==> src/logic/gpu_pkg.sv <==
`default_nettype none

package gpu_pkg;

    // data and address width on every bus
    localparam int WORD_W = 32;

    typedef logic [WORD_W-1:0] word_t;

    // host commands, one full word on recv_instr
    typedef enum logic [WORD_W-1:0] {
        NOP           = 32'd0,
        COPY_TO_GPU   = 32'd1,
        COPY_FROM_GPU = 32'd2,
        KERNEL_LAUNCH = 32'd3
    } host_op_e;

    // every command is followed by this many words on in_data
    localparam int CMD_PARAMS = 2;

    // kernel word layout
    // opcode sits in the top nibble, argument in the low half
    localparam int KOP_MSB = 31;
    localparam int KOP_LSB = 28;
    localparam int KOP_W   = KOP_MSB - KOP_LSB + 1;
    localparam int KARG_W  = 16;

    typedef enum logic [KOP_W-1:0] {
        HALT  = 4'd0,
        LOAD  = 4'd1,
        ADD   = 4'd2,
        STORE = 4'd3,
        ADDI  = 4'd4,
        JNZ   = 4'd5,
        JMP   = 4'd6
    } kernel_op_e;

    // status word sent back when a launch ends
    localparam word_t ST_HALTED  = 32'd0;
    localparam word_t ST_TIMEOUT = 32'd1;

endpackage

`default_nettype wire

==> src/logic/host_controller.sv <==
`timescale 1ns/10ps
`default_nettype none

module host_controller #(
    parameter int MEM_WORDS    = 1024,
    parameter int TIMEOUT_UNIT = 1000
) (
    input  wire                           clk,
    input  wire                           rst,
    // driver side
    input  wire gpu_pkg::word_t           recv_instr,
    input  wire gpu_pkg::word_t           in_data,
    output gpu_pkg::word_t                out_data,
    output logic                          out_valid,
    output logic                          busy,
    // host port of device memory
    output logic                          h_we,
    output logic [$clog2(MEM_WORDS)-1:0]  h_addr,
    output gpu_pkg::word_t                h_wdata,
    input  wire gpu_pkg::word_t           h_rdata,
    // core control
    output logic                          start,
    output logic [$clog2(MEM_WORDS)-1:0]  start_pc,
    output logic                          abort,
    input  wire                           done
);
    import gpu_pkg::*;

    localparam int AW = $clog2(MEM_WORDS);
    localparam int PW = (CMD_PARAMS > 1) ? $clog2(CMD_PARAMS) : 1;

    typedef enum logic [2:0] {
        IDLE,
        RECV_PARAMS,
        RECEIVE_DATA,
        SEND_DATA,
        SEND_DRAIN,
        RUN_KERNEL,
        WAIT_ABORT,
        REPORT
    } state_e;

    // registered state
    state_e         state;
    host_op_e       instr;
    logic [PW-1:0]  param_pos;
    word_t          params [CMD_PARAMS];
    // word index of the next transfer
    word_t          data_addr;
    // copy stops when data_addr reaches this, so no separate down counter
    word_t          end_addr;
    word_t          timeout_lim;
    word_t          wd_cnt;
    word_t          status;
    // a read was issued last cycle, data is on h_rdata now
    logic           rd_valid;

    // next-state values
    state_e         n_state;
    host_op_e       n_instr;
    logic [PW-1:0]  n_param_pos;
    word_t          n_params [CMD_PARAMS];
    word_t          n_data_addr;
    word_t          n_end_addr;
    word_t          n_timeout_lim;
    word_t          n_wd_cnt;
    word_t          n_status;
    logic           n_rd_valid;
    logic           n_start;
    logic           n_abort;
    logic [AW-1:0]  n_start_pc;

    always_comb begin
        n_state       = state;
        n_instr       = instr;
        n_param_pos   = param_pos;
        n_params      = params;
        n_data_addr   = data_addr;
        n_end_addr    = end_addr;
        n_timeout_lim = timeout_lim;
        n_wd_cnt      = wd_cnt;
        n_status      = status;
        n_start_pc    = start_pc;
        // pulses default low
        n_rd_valid    = 1'b0;
        n_start       = 1'b0;
        n_abort       = 1'b0;

        case (state)
            IDLE: begin
                n_param_pos = '0;
                // nop and unknown opcodes leave us idle
                if (recv_instr inside {COPY_TO_GPU, COPY_FROM_GPU, KERNEL_LAUNCH}) begin
                    n_instr = host_op_e'(recv_instr);
                    n_state = RECV_PARAMS;
                end
            end
            RECV_PARAMS: begin
                // params come on in_data, so recv_instr never gets misread as a param
                n_params[param_pos] = in_data;
                n_param_pos         = param_pos + 1'b1;
                if (param_pos == PW'(CMD_PARAMS - 1)) begin
                    n_param_pos = '0;
                    case (instr)
                        COPY_TO_GPU, COPY_FROM_GPU: begin
                            // byte address and byte count, low two bits dropped
                            n_data_addr = n_params[0] >> 2;
                            n_end_addr  = (n_params[0] >> 2) + (n_params[1] >> 2);
                            if (n_params[1][WORD_W-1:2] == '0) begin
                                n_state = IDLE;
                            end else if (instr == COPY_TO_GPU) begin
                                n_state = RECEIVE_DATA;
                            end else begin
                                n_state = SEND_DATA;
                            end
                        end
                        KERNEL_LAUNCH: begin
                            n_start_pc    = AW'(n_params[0] >> 2);
                            // zero means run forever
                            n_timeout_lim = n_params[1] * word_t'(TIMEOUT_UNIT);
                            n_wd_cnt      = '0;
                            n_start       = 1'b1;
                            n_state       = RUN_KERNEL;
                        end
                        default: begin
                            n_state = IDLE;
                        end
                    endcase
                end
            end
            RECEIVE_DATA: begin
                // write happens this edge via h_we
                n_data_addr = data_addr + 1'b1;
                if (n_data_addr == end_addr) begin
                    n_state = IDLE;
                end
            end
            SEND_DATA: begin
                n_rd_valid  = 1'b1;
                n_data_addr = data_addr + 1'b1;
                if (n_data_addr == end_addr) begin
                    n_state = SEND_DRAIN;
                end
            end
            SEND_DRAIN: begin
                // last word goes out this cycle
                n_state = IDLE;
            end
            RUN_KERNEL: begin
                n_wd_cnt = wd_cnt + 1'b1;
                // a halt wins over a timeout hitting in the same cycle
                if (done) begin
                    n_status = ST_HALTED;
                    n_state  = REPORT;
                end else if (timeout_lim != '0 && n_wd_cnt == timeout_lim) begin
                    n_abort = 1'b1;
                    n_state = WAIT_ABORT;
                end
            end
            WAIT_ABORT: begin
                // core acks the abort with done
                if (done) begin
                    n_status = ST_TIMEOUT;
                    n_state  = REPORT;
                end
            end
            REPORT: begin
                n_state = IDLE;
            end
            default: begin
                n_state = IDLE;
            end
        endcase
    end

    always_ff @(posedge clk or negedge rst) begin
        if (!rst) begin
            state       <= IDLE;
            instr       <= NOP;
            param_pos   <= '0;
            params      <= '{default: '0};
            data_addr   <= '0;
            end_addr    <= '0;
            timeout_lim <= '0;
            wd_cnt      <= '0;
            status      <= '0;
            rd_valid    <= 1'b0;
            start       <= 1'b0;
            abort       <= 1'b0;
            start_pc    <= '0;
        end else begin
            state       <= n_state;
            instr       <= n_instr;
            param_pos   <= n_param_pos;
            params      <= n_params;
            data_addr   <= n_data_addr;
            end_addr    <= n_end_addr;
            timeout_lim <= n_timeout_lim;
            wd_cnt      <= n_wd_cnt;
            status      <= n_status;
            rd_valid    <= n_rd_valid;
            start       <= n_start;
            abort       <= n_abort;
            start_pc    <= n_start_pc;
        end
    end

    // memory host port
    assign h_we    = (state == RECEIVE_DATA);
    assign h_addr  = data_addr[AW-1:0];
    assign h_wdata = in_data;

    // driver outputs
    // read data is shown straight off the memory port, status in REPORT
    assign busy      = (state != IDLE);
    assign out_valid = rd_valid | (state == REPORT);
    assign out_data  = rd_valid            ? h_rdata :
                       (state == REPORT)   ? status  : '0;

endmodule

`default_nettype wire

==> config.mk <==
export PLATFORM = sky130hd
export DESIGN_NAME = host_controller
export DESIGN_NICKNAME = d
export VERILOG_FILES = /design/src/logic/gpu_pkg.sv /design/src/logic/host_controller.sv
export SDC_FILE = /design/constraint.sdc
export NUM_CORES = 1
export LEC_CHECK = 0
export ABC_AREA = 0
export BUFFER_PORTS_ARGS = -buffer_cell sky130_fd_sc_hd__buf_2
export CORE_UTILIZATION = 61
export CTS_CLUSTER_SIZE = 20
export DETAILED_ROUTE_END_ITERATION = 8
export GPL_ROUTABILITY_DRIVEN = 0
export HOLD_SLACK_MARGIN = 0.1
export PLACE_DENSITY_LB_ADDON = 0.3
export SLEW_MARGIN = 20
export SYNTH_ARGS = -nofsm -noshare
export SYNTH_HDL_FRONTEND = slang
export SYNTH_SLANG_ARGS = --single-unit
==> constraint.sdc <==
create_clock -name clk -period 8.5 [get_ports clk]
set_input_delay 0.425 -clock clk [delete_from_list [all_inputs] [get_ports clk]]
set_output_delay 0.425 -clock clk [all_outputs]
set_load 0.05 [all_outputs]
==> summary.txt <==
Critical path
  • Cell type with the highest occurrence count on the critical path: fa_1
  • CP Cell Sequence: buf_4 -> mux2i_1 -> ha_1 -> inv_1 -> fa_1 -> fa_1 -> inv_1 -> fa_1 -> ha_1 -> nand2_1 -> o21ai_0 -> nor3_1 -> a211o_1 -> a211oi_1 -> o221ai_1 -> o311ai_0 -> xnor2_1 -> o21ai_0
  • Critical path endpoint category: flop
  • Startpoint Class: flop
  • WP buf/inv: 3
  • Worst path top cell family by delay: adder cells
  • Maximum single-stage delay on the critical path: 0.88 ns
  • Required time worst endpoint: 8.92 ns
  • Crit Path Class: reg -> reg
  • Maximum net fanout on the critical path: 43
  • Critical Path AT: 7.11 ns
  • Crit path max-delay cell type: mux2i_1

Route
  • Number of vias per cell after detailed routing: 6.165
  • Initial DRC Count: 1479
  • Initial DRT Pass Iterations: 7
  • Remaining antenna violation count: 0
  • Wire length reported by the detailed router: 51050 um
  • Routed length per instance: 19.37 um
  • Total vias in the final route: 16245
  • Detailed-route DRC error count: 0

Clocking
  • Bufs on Longest Clock Path: 3
  • Num Clock Sinks: 236
  • Resize count post-CTS: 0
  • CTS H-tree lvls: 1
  • Root Buffer Master: clkbuf_16
  • TritonCTS clock tree: done
  • Number of buffers created by CTS: 28
  • Total setup buffers inserted after CTS: 0
  • Worst-path clk slew: 0.06 ns
  • Clock insertion delay at the later pin of the skew report: 0.56 ns

Yosys
  • Yosys cell types: 88
  • Leading area contributor after synthesis: dfrtp_1
  • Dominant cells by area after synthesis: dfrtp_1, fa_1, ha_1
  • Top-area cell type share of the netlist area: 31.39%
  • Count of yosys warnings during synthesis: 0
  • Post-synthesis instance area: 18820 um^2
  • Synth Net Count: 2420
  • Synthesized instance count: 2128
  • Ys async rst share: 100.0%
  • Most instantiated flip-flop cell in the synthesis netlist: dfrtp_1
  • Number of flops mapped to enable cells by yosys: 0
  • Most instantiated library cell after synthesis: nand2_1
  • Mean instance size in the synthesized netlist: 8.842 um^2
  • Top cells by count, synth: nand2_1, dfrtp_1, o21ai_0
  • Flop and latch count out of synthesis: 236
  • Share of the yosys chip area belonging to registers: 31.39%

Die
  • Number of primary I/O pins: 188
  • Core area: 29950 um^2
  • FP Rows: 63
  • Die Area: 31550 um^2
  • Die H: 177.6 um
  • Initial core utilization: 62.82%
  • Horizontal die dimension: 177.6 um

STA
  • Clock tree skew after final layout: 0.01924 ns
  • Total count of hold-check failures in the final report: 0
  • Slew @ Worst Pin: 1.029 ns
  • Clock period minus final worst setup slack: 6.689 ns
  • Setup repair after global routing missed its margin: no
  • Slew Limit Headroom: 29.42%
  • Peak Freq: 0.1495 GHz
  • Total Neg Setup Slack: 0 ns
  • Max Transition Viols Final: 0
  • Period utilisation layout: 78.70%
  • Final setup violation count: 0

Place
  • HPWL after detailed placement: 38040 um
  • Count of input and output buffers: 187

Global route
  • Vias in the first global route: 15818
  • All-Layer GR Usage: 32.92%
  • Number of antenna violations at the first check in global routing: 1
  • Maximum number of pins on one net before global-route repair: 103
  • Remaining global-route overflow: 0
  • Wire length of the first global-routing pass: 81920 um

Finish
  • Number of nets in the layout: 2515
  • Layout area overhead: 9.768%
  • Number of antenna diodes: 0
  • Share of final-layout standard cells stronger than drive strength 1: 13.94%

Min path
  • Worst hold path class: in -> reg

Outcome
  • Outcome: completed

Run
  • Count of max-cap constraint violations: 0
-- sequential cells by signal, indices dropped and copies added (netlist names), 3 cells and up --
| name | count |
|---|---|
| wd_cnt | 32 |
| start_pc | 10 |
| instr | 32 |
| state | 3 |
| data_addr | 32 |
| timeout_lim | 29 |
| end_addr | 31 |
| params | 62 |
-- worst paths after layout --
check / from / to / slack [ns] / cells after the start
min in group asynchronous: rst / wd_cnt[8]$_DFFE_PN0P_ / 0.46 / 2
hold / removal: in_data[1] / timeout_lim[4]$_DFFE_PN0P_ / 0.12 / 3
setup reg to reg: param_pos$_DFFE_PN0P_ / timeout_lim[31]$_DFFE_PN0P_ / 1.81 / 18
max in group asynchronous: rst / data_addr[10]$_DFFE_PN0P_ / 6.46 / 3
setup / recovery: param_pos$_DFFE_PN0P_ / timeout_lim[31]$_DFFE_PN0P_ / 1.81 / 18
hold reg to reg: start_pc[2]$_DFFE_PN0P_ / start_pc[2]$_DFFE_PN0P_ / 0.47 / 2
-- what timing repair did --
action	CTS	global route
hold buffers	1	0
endpoints found under the hold margin	97	0
setup endpoints to repair	0	0
-- metrics by stage --
step	util [%]	cells	hold slack, ns	setup WS [ns]	area (um^2)
CTS	68.88	2635	0.1156	1.823	20630
global route	68.96	2635	0.1436	1.507	20650
floorplan	-	2128	0.1294	1.726	18820
detailed placement	65.70	2582	0.4597	1.890	19680
global placement	65.70	2582	0.4518	2.053	19680
finish	68.96	2635	0.1189	1.811	20650
-- tightest hold or removal path, delay by kind of cell --
kind	cells	cell delay, ns
buffers and inverters	1	0.11
AND/OR/NAND/NOR	2	0.12
-- metal layers --
metal | GRT usage [%] | vias to the layer above | part of all wire (%)
met3 | 4.092 | 131 | 7.3
met1 | 42.13 | 7874 | 40
met2 | 56.72 | 718 | 49
li1 | - | 7520 | -
met4 | 12.78 | 2 | 4.1
met5 | 0 | - | 0.022
-- cell families (layout without fill, tap and decap cells) --
family,count (synthesis),after routing,synth area share (%)
DFF,236,236,31.39
and+or+nand+nor,735,735,19.53
AOI/OAI and AO/OA,451,451,15.18
adders and majority gates,194,194,16.52
buffers and inverters,305,422,7.082
xor gates and xnor gates,136,136,6.330
muxes,71,71,3.976
-- area by class of cell --
type	instances	area, um^2
Sequential cell	236	5909
Clock inverter	12	146.4
Clock buffer	40	797.0
Timing Repair Buffer	201	1054
Multi-Input combinational cell	1587	11630
Tap cell	390	488.0
Fill cell	2383	9299
Inverter	169	634.4
-- layout by cell type (no fill, tap or decap), types with 42 or more instances in the layout --
| cell | netlist | final |
|---|---|---|
| ha_1 | 102 | 102 |
| nand3_1 | 46 | 46 |
| nand2_1 | 306 | 303 |
| fa_1 | 91 | 91 |
| xnor2_1 | 91 | 91 |
| o21ai_0 | 185 | 184 |
| inv_1 | 167 | 167 |
| xor2_1 | 45 | 45 |
| and2_1 | 47 | 47 |
| nor2_1 | 97 | 97 |
| nor2b_1 | 43 | 42 |
| buf_2 | 18 | 186 |
| dfrtp_1 | 236 | 235 |
| a21oi_1 | 89 | 89 |
Power is not shown: default switching activity piles up to over one toggle a cycle in this logic, so the estimate is an artifact.
