[src/logic/gpu_pkg.sv]
`default_nettype none

package gpu_pkg;

    // data and address width on every bus
    localparam int WORD_W = 32;

    typedef logic [WORD_W-1:0] word_t;

    // host commands, one full word on recv_instr
    typedef enum logic [WORD_W-1:0] {
        NOP           = 32'd0,
        COPY_TO_GPU   = 32'd1,
        COPY_FROM_GPU = 32'd2,
        KERNEL_LAUNCH = 32'd3
    } host_op_e;

    // every command is followed by this many words on in_data
    localparam int CMD_PARAMS = 2;

    // kernel word layout
    // opcode sits in the top nibble, argument in the low half
    localparam int KOP_MSB = 31;
    localparam int KOP_LSB = 28;
    localparam int KOP_W   = KOP_MSB - KOP_LSB + 1;
    localparam int KARG_W  = 16;

    typedef enum logic [KOP_W-1:0] {
        HALT  = 4'd0,
        LOAD  = 4'd1,
        ADD   = 4'd2,
        STORE = 4'd3,
        ADDI  = 4'd4,
        JNZ   = 4'd5,
        JMP   = 4'd6
    } kernel_op_e;

    // status word sent back when a launch ends
    localparam word_t ST_HALTED  = 32'd0;
    localparam word_t ST_TIMEOUT = 32'd1;

endpackage

`default_nettype wire

[src/logic/accum_core.sv]
`timescale 1ns/10ps
`default_nettype none

module accum_core #(
    parameter int MEM_WORDS = 1024
) (
    input  wire                           clk,
    input  wire                           rst,
    // launch control from the host controller
    input  wire                           start,
    input  wire [$clog2(MEM_WORDS)-1:0]   start_pc,
    input  wire                           abort,
    output logic                          done,
    // core port of device memory
    output logic                          c_we,
    output logic [$clog2(MEM_WORDS)-1:0]  c_addr,
    output gpu_pkg::word_t                c_wdata,
    input  wire gpu_pkg::word_t           c_rdata
);
    import gpu_pkg::*;

    localparam int AW = $clog2(MEM_WORDS);

    typedef enum logic [1:0] {
        C_IDLE,
        C_FETCH,
        C_DECODE,
        C_OPERAND
    } core_state_e;

    core_state_e        state;
    logic [AW-1:0]      pc;
    word_t              acc;
    // opcode held over into the operand cycle
    kernel_op_e         op_q;

    // fields of the word on c_rdata, valid in decode
    kernel_op_e         kop;
    logic [KARG_W-1:0]  karg;
    logic [AW-1:0]      karg_idx;
    word_t              imm_ext;

    assign kop      = kernel_op_e'(c_rdata[KOP_MSB:KOP_LSB]);
    assign karg     = c_rdata[KARG_W-1:0];
    // word indices wrap at the memory depth
    assign karg_idx = AW'(karg);
    // addi immediate is signed
    assign imm_ext  = {{(WORD_W-KARG_W){karg[KARG_W-1]}}, karg};

    // memory port
    // fetch address is pc, decode redirects to the operand for load/add/store
    always_comb begin
        c_we    = 1'b0;
        c_addr  = pc;
        c_wdata = acc;
        if (state == C_DECODE && kop inside {LOAD, ADD, STORE}) begin
            c_addr = karg_idx;
        end
        if (state == C_DECODE && kop == STORE) begin
            c_we = 1'b1;
        end
    end

    always_ff @(posedge clk or negedge rst) begin
        if (!rst) begin
            state <= C_IDLE;
            pc    <= '0;
            acc   <= '0;
            op_q  <= HALT;
            done  <= 1'b0;
        end else begin
            done <= 1'b0;
            // abort beats everything, even when already idle
            if (abort) begin
                state <= C_IDLE;
                done  <= 1'b1;
            end else begin
                case (state)
                    C_IDLE: begin
                        if (start) begin
                            pc    <= start_pc;
                            acc   <= '0;
                            state <= C_FETCH;
                        end
                    end
                    C_FETCH: begin
                        // read of the instruction word is in flight
                        state <= C_DECODE;
                    end
                    C_DECODE: begin
                        op_q  <= kop;
                        pc    <= pc + 1'b1;
                        state <= C_FETCH;
                        case (kop)
                            HALT: begin
                                done  <= 1'b1;
                                state <= C_IDLE;
                            end
                            LOAD, ADD: begin
                                // operand read issued this cycle
                                state <= C_OPERAND;
                            end
                            ADDI: begin
                                acc <= acc + imm_ext;
                            end
                            JNZ: begin
                                if (acc != '0) begin
                                    pc <= karg_idx;
                                end
                            end
                            JMP: begin
                                pc <= karg_idx;
                            end
                            default: begin
                                // store already written, unknown ops fall through
                                state <= C_FETCH;
                            end
                        endcase
                    end
                    C_OPERAND: begin
                        // wraps at 32 bits
                        acc   <= (op_q == LOAD) ? c_rdata : acc + c_rdata;
                        state <= C_FETCH;
                    end
                    default: begin
                        state <= C_IDLE;
                    end
                endcase
            end
        end
    end

endmodule

`default_nettype wire

[config.mk]
export PLATFORM = sky130hd
export DESIGN_NAME = accum_core
export DESIGN_NICKNAME = d
export VERILOG_FILES = /design/src/logic/gpu_pkg.sv /design/src/logic/accum_core.sv
export SDC_FILE = /design/constraint.sdc
export NUM_CORES = 1
export LEC_CHECK = 0
export BUFFER_PORTS_ARGS = -buffer_cell sky130_fd_sc_hd__buf_4
export CORE_UTILIZATION = 59
export CTS_CLUSTER_DIAMETER = 100
export CTS_CLUSTER_SIZE = 24
export DETAILED_ROUTE_END_ITERATION = 10
export PLACE_DENSITY = 0.82
export SLEW_MARGIN = 20
export SYNTH_ARGS = -nofsm -noshare
export SYNTH_HDL_FRONTEND = slang
export SYNTH_SLANG_ARGS = --single-unit
[constraint.sdc]
create_clock -name clk -period 3.3 [get_ports clk]
set_clock_uncertainty 0.05 [all_clocks]
set_input_delay 0.66 -clock clk [delete_from_list [all_inputs] [get_ports clk]]
set_output_delay 0.66 -clock clk [all_outputs]
set_load 0.02 [all_outputs]
==> results.md, run 1 <==
* H-tree levels at 2
* Peak VDD IR at between 0.0002 and 0.0003 V
* Yosys cell types at 70
* Final period util at approximately 99%
* Fin crit period at approximately 3.3 ns
* Average routed wire per standard cell at slightly below 20 µm
* Clk_lat worst skew at approximately 0.33 ns
* Final cell count without fillers at ~990
* Placed instance count at 977
* GR Overflow Total at 0
* DR vias at around 6.5k
* Yosys reg bits at ~50
* Hold Crit Class: in2async
* CTS hold repair buffers at 0
* Total clock sinks at 49
* Max-cap violations at 0
* Pin count of the biggest net entering global routing at 50
* Final Hold Vio Count at 0
* Vias in the first global route at ~6.1k
* Reg-to-reg critical path endpoint: c_wdata[26]$_DFFE_PN0P_
* Total Routing Usage GR at 38.6%
* IO Pins at 90
* Mapped Nets at approximately 840
* Setup TNS at 0 ns
* Number of flops mapped to enable cells by yosys at 0
* CTS tree: built
* Ys Warns at 0
* Crit path max fanout at 4
* Final Wtd Congestion at 1.03
* # rows at 35
* Post-Syn Area at roughly 0.0056 mm²
* DRT Wirelength at approximately 19 mm
* Max transition margin at a little over half
* Residual DRC at 0
* Clock root buffer: clkbuf_8
* CTS Buffer Depth at 2
* Met1 WL at 7.89 mm
* Register area share after synthesis at ~22%
* R2R setup slack at 0.06 ns
* Worst-case reg-to-reg path depth at 11
* Final Slew Violations at 0
* Filler instances at around 730
* Antenna Nets Post-Route at 0
* Initial antenna violation count at 0
* CTS Buf Count at 5
* Fmax at 306 MHz
* CP arrival at approximately 3.4 ns
* Worst Max-Slew Pin Slew at roughly 0.7 ns
* Die height at 99.7 µm
* Final nets at approximately 960
* Ys flop type: dfrtp_1
* DR pass1 iterations at 5
* Share of layout cells above drive strength 1 at 21.4%
* First-pass GRT wire length at 30.2 mm
* Die width at ~100 µm
* Final setup vio count at 0
* Worst-path clk slew at 0.12 ns
* CP Class: in2reg
* P_leak at around 0.0032 µW
* Unrepaired setup endpoints after global routing: true
* Port bufs at 89
* Syn Area/Cell at 7.62 µm²
* CP startpoint kind: input pin
* Top Layer Used: met4
* Ant. Diodes at 0
* PD cells at ~540 mW/mm²
* Total core area at slightly above 0.009 mm²
* Fraction of registers with async set/reset at 100%
* DRT iter0 DRCs at 476
* CP required at 3.47 ns
* Status: finished clean
* HPWL after detailed placement at 14.7 mm
* Post-DR vias/cell at 6.55
* Metal2 WL at around 8.8 mm
* Post-synthesis instance total at 740
* Layout area overhead at 22.3%
* Initial core utilization at slightly above 60%
* DIE AREA at slightly below 0.01 mm²
* Routed wl met3 at about 1.7 mm
* Final core utilization at roughly 75%
* Crit. End Element: register
* R2R Path Start: c_wdata[0]$_DFFE_PN0P_
## cell usage after synthesis (all sizes together), types with 4 or more instances
cell type / n / area [µm²]
inv: 15 / 56.3
o21a: 8 / 60.1
ha: 51 / 638
a221oi: 20 / 193
mux2: 11 / 124
xnor2: 29 / 254
a31oi: 12 / 75.1
nand3b: 4 / 30.0
nor3: 11 / 60.1
o2111ai: 4 / 35.0
a21oi: 80 / 400
and3: 9 / 56.3
nand2: 79 / 297
nand4: 5 / 31.3
nand3: 22 / 110
a211oi: 4 / 42.5
nor2: 91 / 342
nand2b: 10 / 62.6
o21ai: 48 / 240
a2111oi: 4 / 60.1
nor4: 12 / 81.3
and2: 8 / 50.1
a21o: 28 / 210
o31ai: 7 / 52.6
a222oi: 4 / 40.0
nor2b: 7 / 43.8
dfrtp: 49 / 1230
clkbuf: 37 / 139
mux2i: 7 / 70.1
xor2: 15 / 131
## state kept, by name, summed over array words and instances, names as in the netlist
name     cells
c_wdata     32
done         1
op_q         4
pc          10
state        2
## how the worst max path moves through the flow
stage | startpoint | end | slack (ns)
detailed placement | c_rdata[0] | c_wdata[26]$_DFFE_PN0P_ | -0.29
CTS | c_rdata[0] | c_wdata[26]$_DFFE_PN0P_ | 0.02
global route | c_wdata[0]$_DFFE_PN0P_ | c_wdata[26]$_DFFE_PN0P_ | -0.07
global placement | c_rdata[0] | c_wdata[26]$_DFFE_PN0P_ | -0.13
floorplan | c_rdata[0] | c_wdata[28]$_DFFE_PN0P_ | 0.07
finish | c_rdata[0] | c_wdata[26]$_DFFE_PN0P_ | 0.03
## layout make-up
cell class	count	area (µm²)	area share, %
multi-input combinational	636	4230	61.4
sequential	49	1230	17.8
timing repair buffer	150	1130	16.3
tap	129	161	2.34
clock buffer	5	68.8	0.998
inverter	16	60.1	0.871
clock inverter	3	21.3	0.308
## power breakdown
group | switching [µW] | total (µW) | internal, µW
clock network | 248 | 399 | 151
registers | 198 | 930 | 732
logic | 1330 | 2390 | 1050
## cells by family (layout without fill, tap and decap cells)
group / Yosys count / in the layout / synth area share [%]
mux: 18 / 18 / 3.44
buf+inv: 55 / 174 / 3.82
compound gates: 256 / 256 / 30.8
simple gates: 266 / 266 / 21.7
flops: 49 / 49 / 21.8
xor+xnor: 44 / 44 / 6.84
fa+ha+maj: 52 / 52 / 11.7
## per-stage QoR
stage / hold slack (ns) / cell area (µm²) / setup WS, ns / power (µW)
2_1_floorplan: 0.314 / 5640 / 0.0694 / 2430
3_3_place_gp: 0.417 / 6760 / -0.127 / 3160
3_5_place_dp: 0.441 / 6760 / -0.290 / 3230
4_1_cts: 0.325 / 6860 / 0.0241 / 3650
5_1_grt: 0.347 / 6900 / -0.0736 / 3960
6_report: 0.292 / 6900 / 0.0320 / 3710
## layout by cell type (no fill, tap or decap), drive strengths merged, types with 3 or more instances in the layout
| cell | n |
|---|---|
| mux2i | 7 |
| a2111oi | 4 |
| nand2b | 10 |
| or3 | 3 |
| buf | 150 |
| a222oi | 4 |
| a21oi | 80 |
| o21a | 8 |
| a221oi | 20 |
| nor4 | 12 |
| a21o | 28 |
| o31ai | 7 |
| clkbuf | 5 |
| and2 | 8 |
| inv | 16 |
| o21ai | 48 |
| o2111ai | 4 |
| nand4 | 5 |
| a21boi | 3 |
| ha | 51 |
| a31oi | 12 |
| mux2 | 11 |
| nand2 | 79 |
| nor2b | 7 |
| nand3 | 22 |
| xnor2 | 29 |
| xor2 | 15 |
| dfrtp | 49 |
| nor3 | 11 |
| and3 | 9 |
| o311ai | 3 |
| a211oi | 4 |
| o211ai | 3 |
| nand3b | 4 |
| nor2 | 91 |
## routing by layer
layer,vias up,GRT usage (%)
met2,341,62.4
met5,-,0
li1,2995,-
met3,65,6.18
met4,0,14.3
met1,3068,51.7
## critical path, stage by stage
cell       delay, ns
buf_4           0.12
ha_2            0.18
fa_2            0.35
a21o_1          0.21
a221oi_4        0.34
a211oi_4        0.14
a2111oi_4       0.45
nor3_4          0.10
a311oi_2        0.30
xnor2_1         0.10
a222oi_1        0.34
o21ai_1         0.14
## timing repair
action / CTS / global route
pin swaps: 2 / 7
hold endpoints to repair: 0 / 0
buffers inserted: 1 / 2
cloned: 0 / 0
setup endpoints to repair: 1 / 5
resized for setup: 0 / 6
Note: power is estimated with default switching activity, not from simulation.
==> inputs of run 2 (changes only) <==
--- a/config.mk
+++ b/config.mk
@@ -5,12 +5,13 @@
 export SDC_FILE = /design/constraint.sdc
 export NUM_CORES = 1
 export LEC_CHECK = 0
-export BUFFER_PORTS_ARGS = -buffer_cell sky130_fd_sc_hd__buf_4
-export CORE_UTILIZATION = 59
+export CAP_MARGIN = 20
+export CORE_UTILIZATION = 65
 export CTS_CLUSTER_DIAMETER = 100
 export CTS_CLUSTER_SIZE = 24
 export DETAILED_ROUTE_END_ITERATION = 10
-export PLACE_DENSITY = 0.82
+export DONT_BUFFER_PORTS = 1
+export PLACE_DENSITY = 0.8
 export SLEW_MARGIN = 20
 export SYNTH_ARGS = -nofsm -noshare
 export SYNTH_HDL_FRONTEND = slang
==> run 2 against run 1 <==
Via count is 8.9% lower. Final cell count fell by 14%. Routed wire length decreased by 9.0%. Critical path type is now reg2reg. Critical endpoint unchanged. Largest cell class unchanged. Largest power group unchanged. Highest routed layer unchanged.
==> results.md, run 2 (same netlist as run 1, synthesis figures left out) <==
* Status: finished clean
* Hold Crit Class: in2async
* CP Class: reg2reg
* IO Pins at 90
* Reg-to-reg critical path endpoint: c_wdata[26]$_DFFE_PN0P_
* CTS tree: built
* Most frequent cells in the layout: 91 x nor2_1, 79 x nand2_1, 79 x a21oi_1
* Post-DR vias/cell at between 6 and 7
* Sw power at roughly 1700 µW
* Max transition margin at ~58%
* Combinational share of power at 58.5%
* Most common cell after layout, fill and taps aside: nor2_1
* Crit. End Element: register
* Antenna Nets Post-Route at 0
* Layout area overhead at 7.46%
* Average routed wire per standard cell at 20.3 µm
* H-tree levels at 2
* CP required at between 3 and 4 ns
* Filler instances at ~660
* CTS Buffer Depth at 2
* Total clock sinks at 49
* Port bufs at 0
* GR Overflow Total at 0
* # rows at 33
* First-pass GRT wire length at about 28 mm
* Final nets at around 840
* Worst-path clk slew at around 0.11 ns
* DRT iter0 DRCs at 624
* DR vias at 5892
* Final Hold Vio Count at 0
* DP Area at roughly 0.006 mm²
* Die width at between 90 and 100 µm
* P_leak at ~0.0026 µW
* Register area at 0.00123 mm²
* Fmax at around 320 MHz
* PD cells at around 570 mW/mm²
* Clk pwr share at approximately 14%
* Int Power at about 1800 µW
* Final Wtd Congestion at around 1.0
* Residual DRC at 0
* Unrepaired setup endpoints after global routing: true
* Initial antenna violation count at 0
* Final cell count without fillers at 850
* Placed instance count at between 800 and 900
* Pin count of the biggest net entering global routing at 50
* CP arrival at 3.26 ns
* Fin crit period at between 3 and 4 ns
* Peak VDD IR at roughly 0.00032 V
* R2R setup slack at 0.18 ns
* Share of layout cells above drive strength 1 at under 10%
* Max FFs per register at 32
* DR pass1 iterations at 5
* Area of the multi-input gates at between 0.004 and 0.005 mm²
* Initial core utilization at 67.9%
* CTS Buf Count at 5
* Final period util at a little over nine tenths
* Worst Max-Slew Pin Slew at 0.628 ns
* R2R Path Start: c_wdata[0]$_DFFE_PN0P_
* Clock root buffer: clkbuf_8
* Max-cap violations at 0
* Vias in the first global route at 5632
* Total Routing Usage GR at roughly two fifths
* Crit path max fanout at 6
* Final Slew Violations at 0
* Reg power frac at between 20% and 30%
* DRT Wirelength at approximately 17 mm
* Sw frac at 47.6%
* Total core area at between 0.008 and 0.009 mm²
* Ant. Diodes at 0
* DIE AREA at 0.00905 mm²
* CP startpoint kind: register
* Die height at roughly 95 µm
* Cell area after layout at slightly above 0.006 mm²
* Final setup vio count at 0
* Clk_lat worst skew at 0.31 ns
* HPWL after detailed placement at between 10 and 15 mm
* Setup TNS at 0 ns
* Worst-case reg-to-reg path depth at 11
## run 2: cell type report
class / count / area share (%)
clock buffer: 6 / 1.36
clock inverter: 2 / 0.620
inverter: 16 / 0.992
multi-input combinational: 636 / 69.8
sequential: 49 / 20.2
tap: 105 / 2.17
timing repair buffer: 36 / 4.79
## run 2: metal layers
layer | wire (µm) | vias up | track usage (%)
met5 | 0 | - | 0
met1 | 7070 | 2738 | 52.5
met2 | 7790 | 350 | 61.8
li1 | - | 2754 | -
met4 | 480 | 0 | 14.5
met3 | 1940 | 50 | 8.77
## run 2: critical path: stages, from the launching register on
cell	delay (ns)
dfrtp_1	0.39
ha_1	0.23
fa_1	0.41
a21o_1	0.22
a221oi_4	0.32
a211oi_4	0.15
a2111oi_4	0.33
nor3_2	0.13
a311oi_2	0.28
xnor2_1	0.09
a222oi_1	0.30
o21ai_1	0.10
## run 2: worst max-delay path by stage
stage	slack [ns]	endpoint	cells after the start	from
floorplan	0.07	c_wdata[28]$_DFFE_PN0P_	10	c_rdata[0]
global placement	0.004	c_wdata[26]$_DFFE_PN0P_	11	c_rdata[0]
detailed placement	-0.05	c_wdata[26]$_DFFE_PN0P_	11	c_rdata[0]
CTS	0.19	c_wdata[26]$_DFFE_PN0P_	11	c_wdata[0]$_DFFE_PN0P_
global route	-0.06	c_wdata[26]$_DFFE_PN0P_	11	c_wdata[0]$_DFFE_PN0P_
finish	0.18	c_wdata[26]$_DFFE_PN0P_	11	c_wdata[0]$_DFFE_PN0P_
## run 2: through the flow
stage / power, µW / util (%) / setup WS (ns) / hold WS (ns)
CTS: 3410 / 72.6 / 0.187 / 0.154
finish: 3480 / 73.0 / 0.177 / 0.145
global placement: 2860 / 70.9 / 0.00398 / 0.315
global route: 3710 / 73.0 / -0.0625 / 0.159
floorplan: 2430 / - / 0.0694 / 0.314
detailed placement: 2920 / 70.9 / -0.0507 / 0.315
## run 2: repair_timing
action / in CTS / in global routing
setup buffers: 0 / 1
resized for setup: 0 / 5
hold buffers: 1 / 0
hold endpoints to repair: 49 / 0
endpoints found under the setup margin: 0 / 5
## run 2: power groups by stage
stage	sequential [µW]	combinational [µW]	clock, µW
finish	965	2040	480
global placement	964	1890	0
detailed placement	973	1940	0
global route	984	2230	502
CTS	961	1970	482
floorplan	974	1460	0
==> inputs of run 3 (changes only) <==
--- a/config.mk
+++ b/config.mk
@@ -6,6 +6,7 @@
 export NUM_CORES = 1
 export LEC_CHECK = 0
 export CAP_MARGIN = 20
+export CORE_MARGIN = 2
 export CORE_UTILIZATION = 65
 export CTS_CLUSTER_DIAMETER = 100
 export CTS_CLUSTER_SIZE = 24
==> run 3 against run 2 <==
Maximum frequency is 0.44% higher. Critical path depth is 1 lower. Largest cell class unchanged. Die area is 4.2% higher. Critical endpoint is now c_wdata[30]$_DFFE_PN0P_.
==> results.md, run 3 (same netlist as run 1, synthesis figures left out) <==
* Status: finished clean
* DR pass1 iterations at 5
* CTS Buffer Depth at 2
* First-pass GRT wire length at around 28 mm
* PD cells at approximately 570 mW/mm²
* Final cell count without fillers at 850
* Port bufs at 0
* Ant. Diodes at 0
* Hold slack at around 0.13 ns
* Worst-path clk slew at approximately 0.11 ns
* GR Util met2 at a little under 60%
* Crit path max fanout at 6
* Final period util at 94.2%
* # rows at 33
* CP Class: reg2reg
* Peak VDD IR at approximately 0.00038 V
* DRT iter0 DRCs at just under 600
* GR Overflow Total at 0
* Hold Crit Class: in2async
* Final Wtd Congestion at ~1.1
* DP Area at slightly below 0.006 mm²
* Share of layout cells above drive strength 1 at a little under a tenth
* Final setup vio count at 0
* HPWL after detailed placement at 13.6 mm
* Final Hold Vio Count at 0
* CP startpoint kind: register
* Clk_lat worst skew at between 0.3 and 0.4 ns
* Clock root buffer: clkbuf_8
* Max FFs per register at 32
* Placed instance count at approximately 840
* CP arrival at 3.26 ns
* Most frequent cells in the layout: 91 x nor2_1, 79 x nand2_1, 79 x a21oi_1
* P_leak at between 0.002 and 0.003 µW
* Met1 Resource Use GR at between 50 and 60%
* DIE AREA at 0.00943 mm²
* Total clock sinks at 49
* Fin crit period at between 3 and 4 ns
* Residual DRC at 0
* Most common cell after layout, fill and taps aside: nor2_1
* Final nets at 843
* Antenna Nets Post-Route at 0
* Worst Max-Slew Pin Slew at between 0.6 and 0.7 ns
* Grt met3 use at 6.91%
* Unrepaired setup endpoints after global routing: false
* Layout area overhead at 7.19%
* Cell area after layout at between 0.006 and 0.007 mm²
* Total core area at between 0.008 and 0.009 mm²
* DR vias at ~6k
* Die width at approximately 97 µm
* Busiest grt layer: met2
* Average routed wire per standard cell at 20.8 µm
* H-tree levels at 2
* Final Slew Violations at 0
* Vias in the first global route at 5645
* Crit. End Element: register
* Max-cap violations at 0
* Total Routing Usage GR at 36.5%
* Pin count of the biggest net entering global routing at 50
* Fmax at ~320 MHz
* Max transition margin at between 50% and 60%
* PnR Total Power at approximately 3500 µW
* DRT Wirelength at 17.7 mm
* Initial core utilization at between 60% and 70%
* CP required at approximately 3.5 ns
* Setup TNS at 0 ns
* Post-DR vias/cell at a little over 7
* Die height at 97.1 µm
* IO Pins at 90
* CTS Buf Count at 5
* Initial antenna violation count at 0
* CTS tree: built
[run 3: per-stage QoR]
stage	setup WS (ns)	utilization [%]
6_report	0.191	72.8
3_5_place_dp	-0.0607	70.9
3_3_place_gp	0.00532	70.9
5_1_grt	0.00788	72.8
2_1_floorplan	0.0694	-
4_1_cts	0.161	72.5
[run 3: repair_timing]
item                       4_1_cts  5_1_grt
hold buffers                     1        0
hold endpoints to repair        49        0
setup endpoints to repair        0        3
buffers inserted                 0        1
resized for setup                0        5
[run 3: layer usage]
layer	wire [µm]	up-vias	part of all wire [%]
met5	0	-	0
met4	572	0	3.2
met3	1840	59	10
met2	8010	370	45
met1	7250	2792	41
li1	-	2764	-
[run 3: final timing paths]
path,depth (start not counted),endpoint,slack (ns),start
setup / recovery,10,c_wdata[30]$_DFFE_PN0P_,0.19,c_wdata[12]$_DFFE_PN0P_
hold / removal,1,c_wdata[24]$_DFFE_PN0P_,0.13,rst
setup reg to reg,10,c_wdata[30]$_DFFE_PN0P_,0.19,c_wdata[12]$_DFFE_PN0P_
hold reg to reg,2,op_q[0]$_DFFE_PN0P_,0.46,op_q[0]$_DFFE_PN0P_
max in group asynchronous,1,c_wdata[9]$_DFFE_PN0P_,2.81,rst
min in group clk,1,state[0]$_DFFE_PN0P_,0.36,abort
[run 3: layout make-up]
cell class	instances	area, µm²
Clock buffer	5	68.8
Clock inverter	2	35.0
Fill cell	672	2260
Inverter	16	60.1
Multi-Input combinational cell	636	4220
Sequential cell	49	1230
Tap cell	105	131
Timing Repair Buffer	37	298
[run 3: critical path, stage by stage (launching register included)]
cell       delay, ns
dfrtp_1         0.51
ha_2            0.45
nand2_1         0.06
o21a_1          0.25
o31ai_1         0.47
a2111oi_4       0.11
nor3_2          0.35
a31oi_1         0.17
xnor2_1         0.17
a221oi_1        0.31
a21oi_1         0.11
[run 3: report_power, final]
group	leakage (µW)	total, µW	switching, µW	internal, µW
clock	0.0000540	447	225	221
sequential	0.000614	963	232	731
combinational	0.00198	2050	1200	846
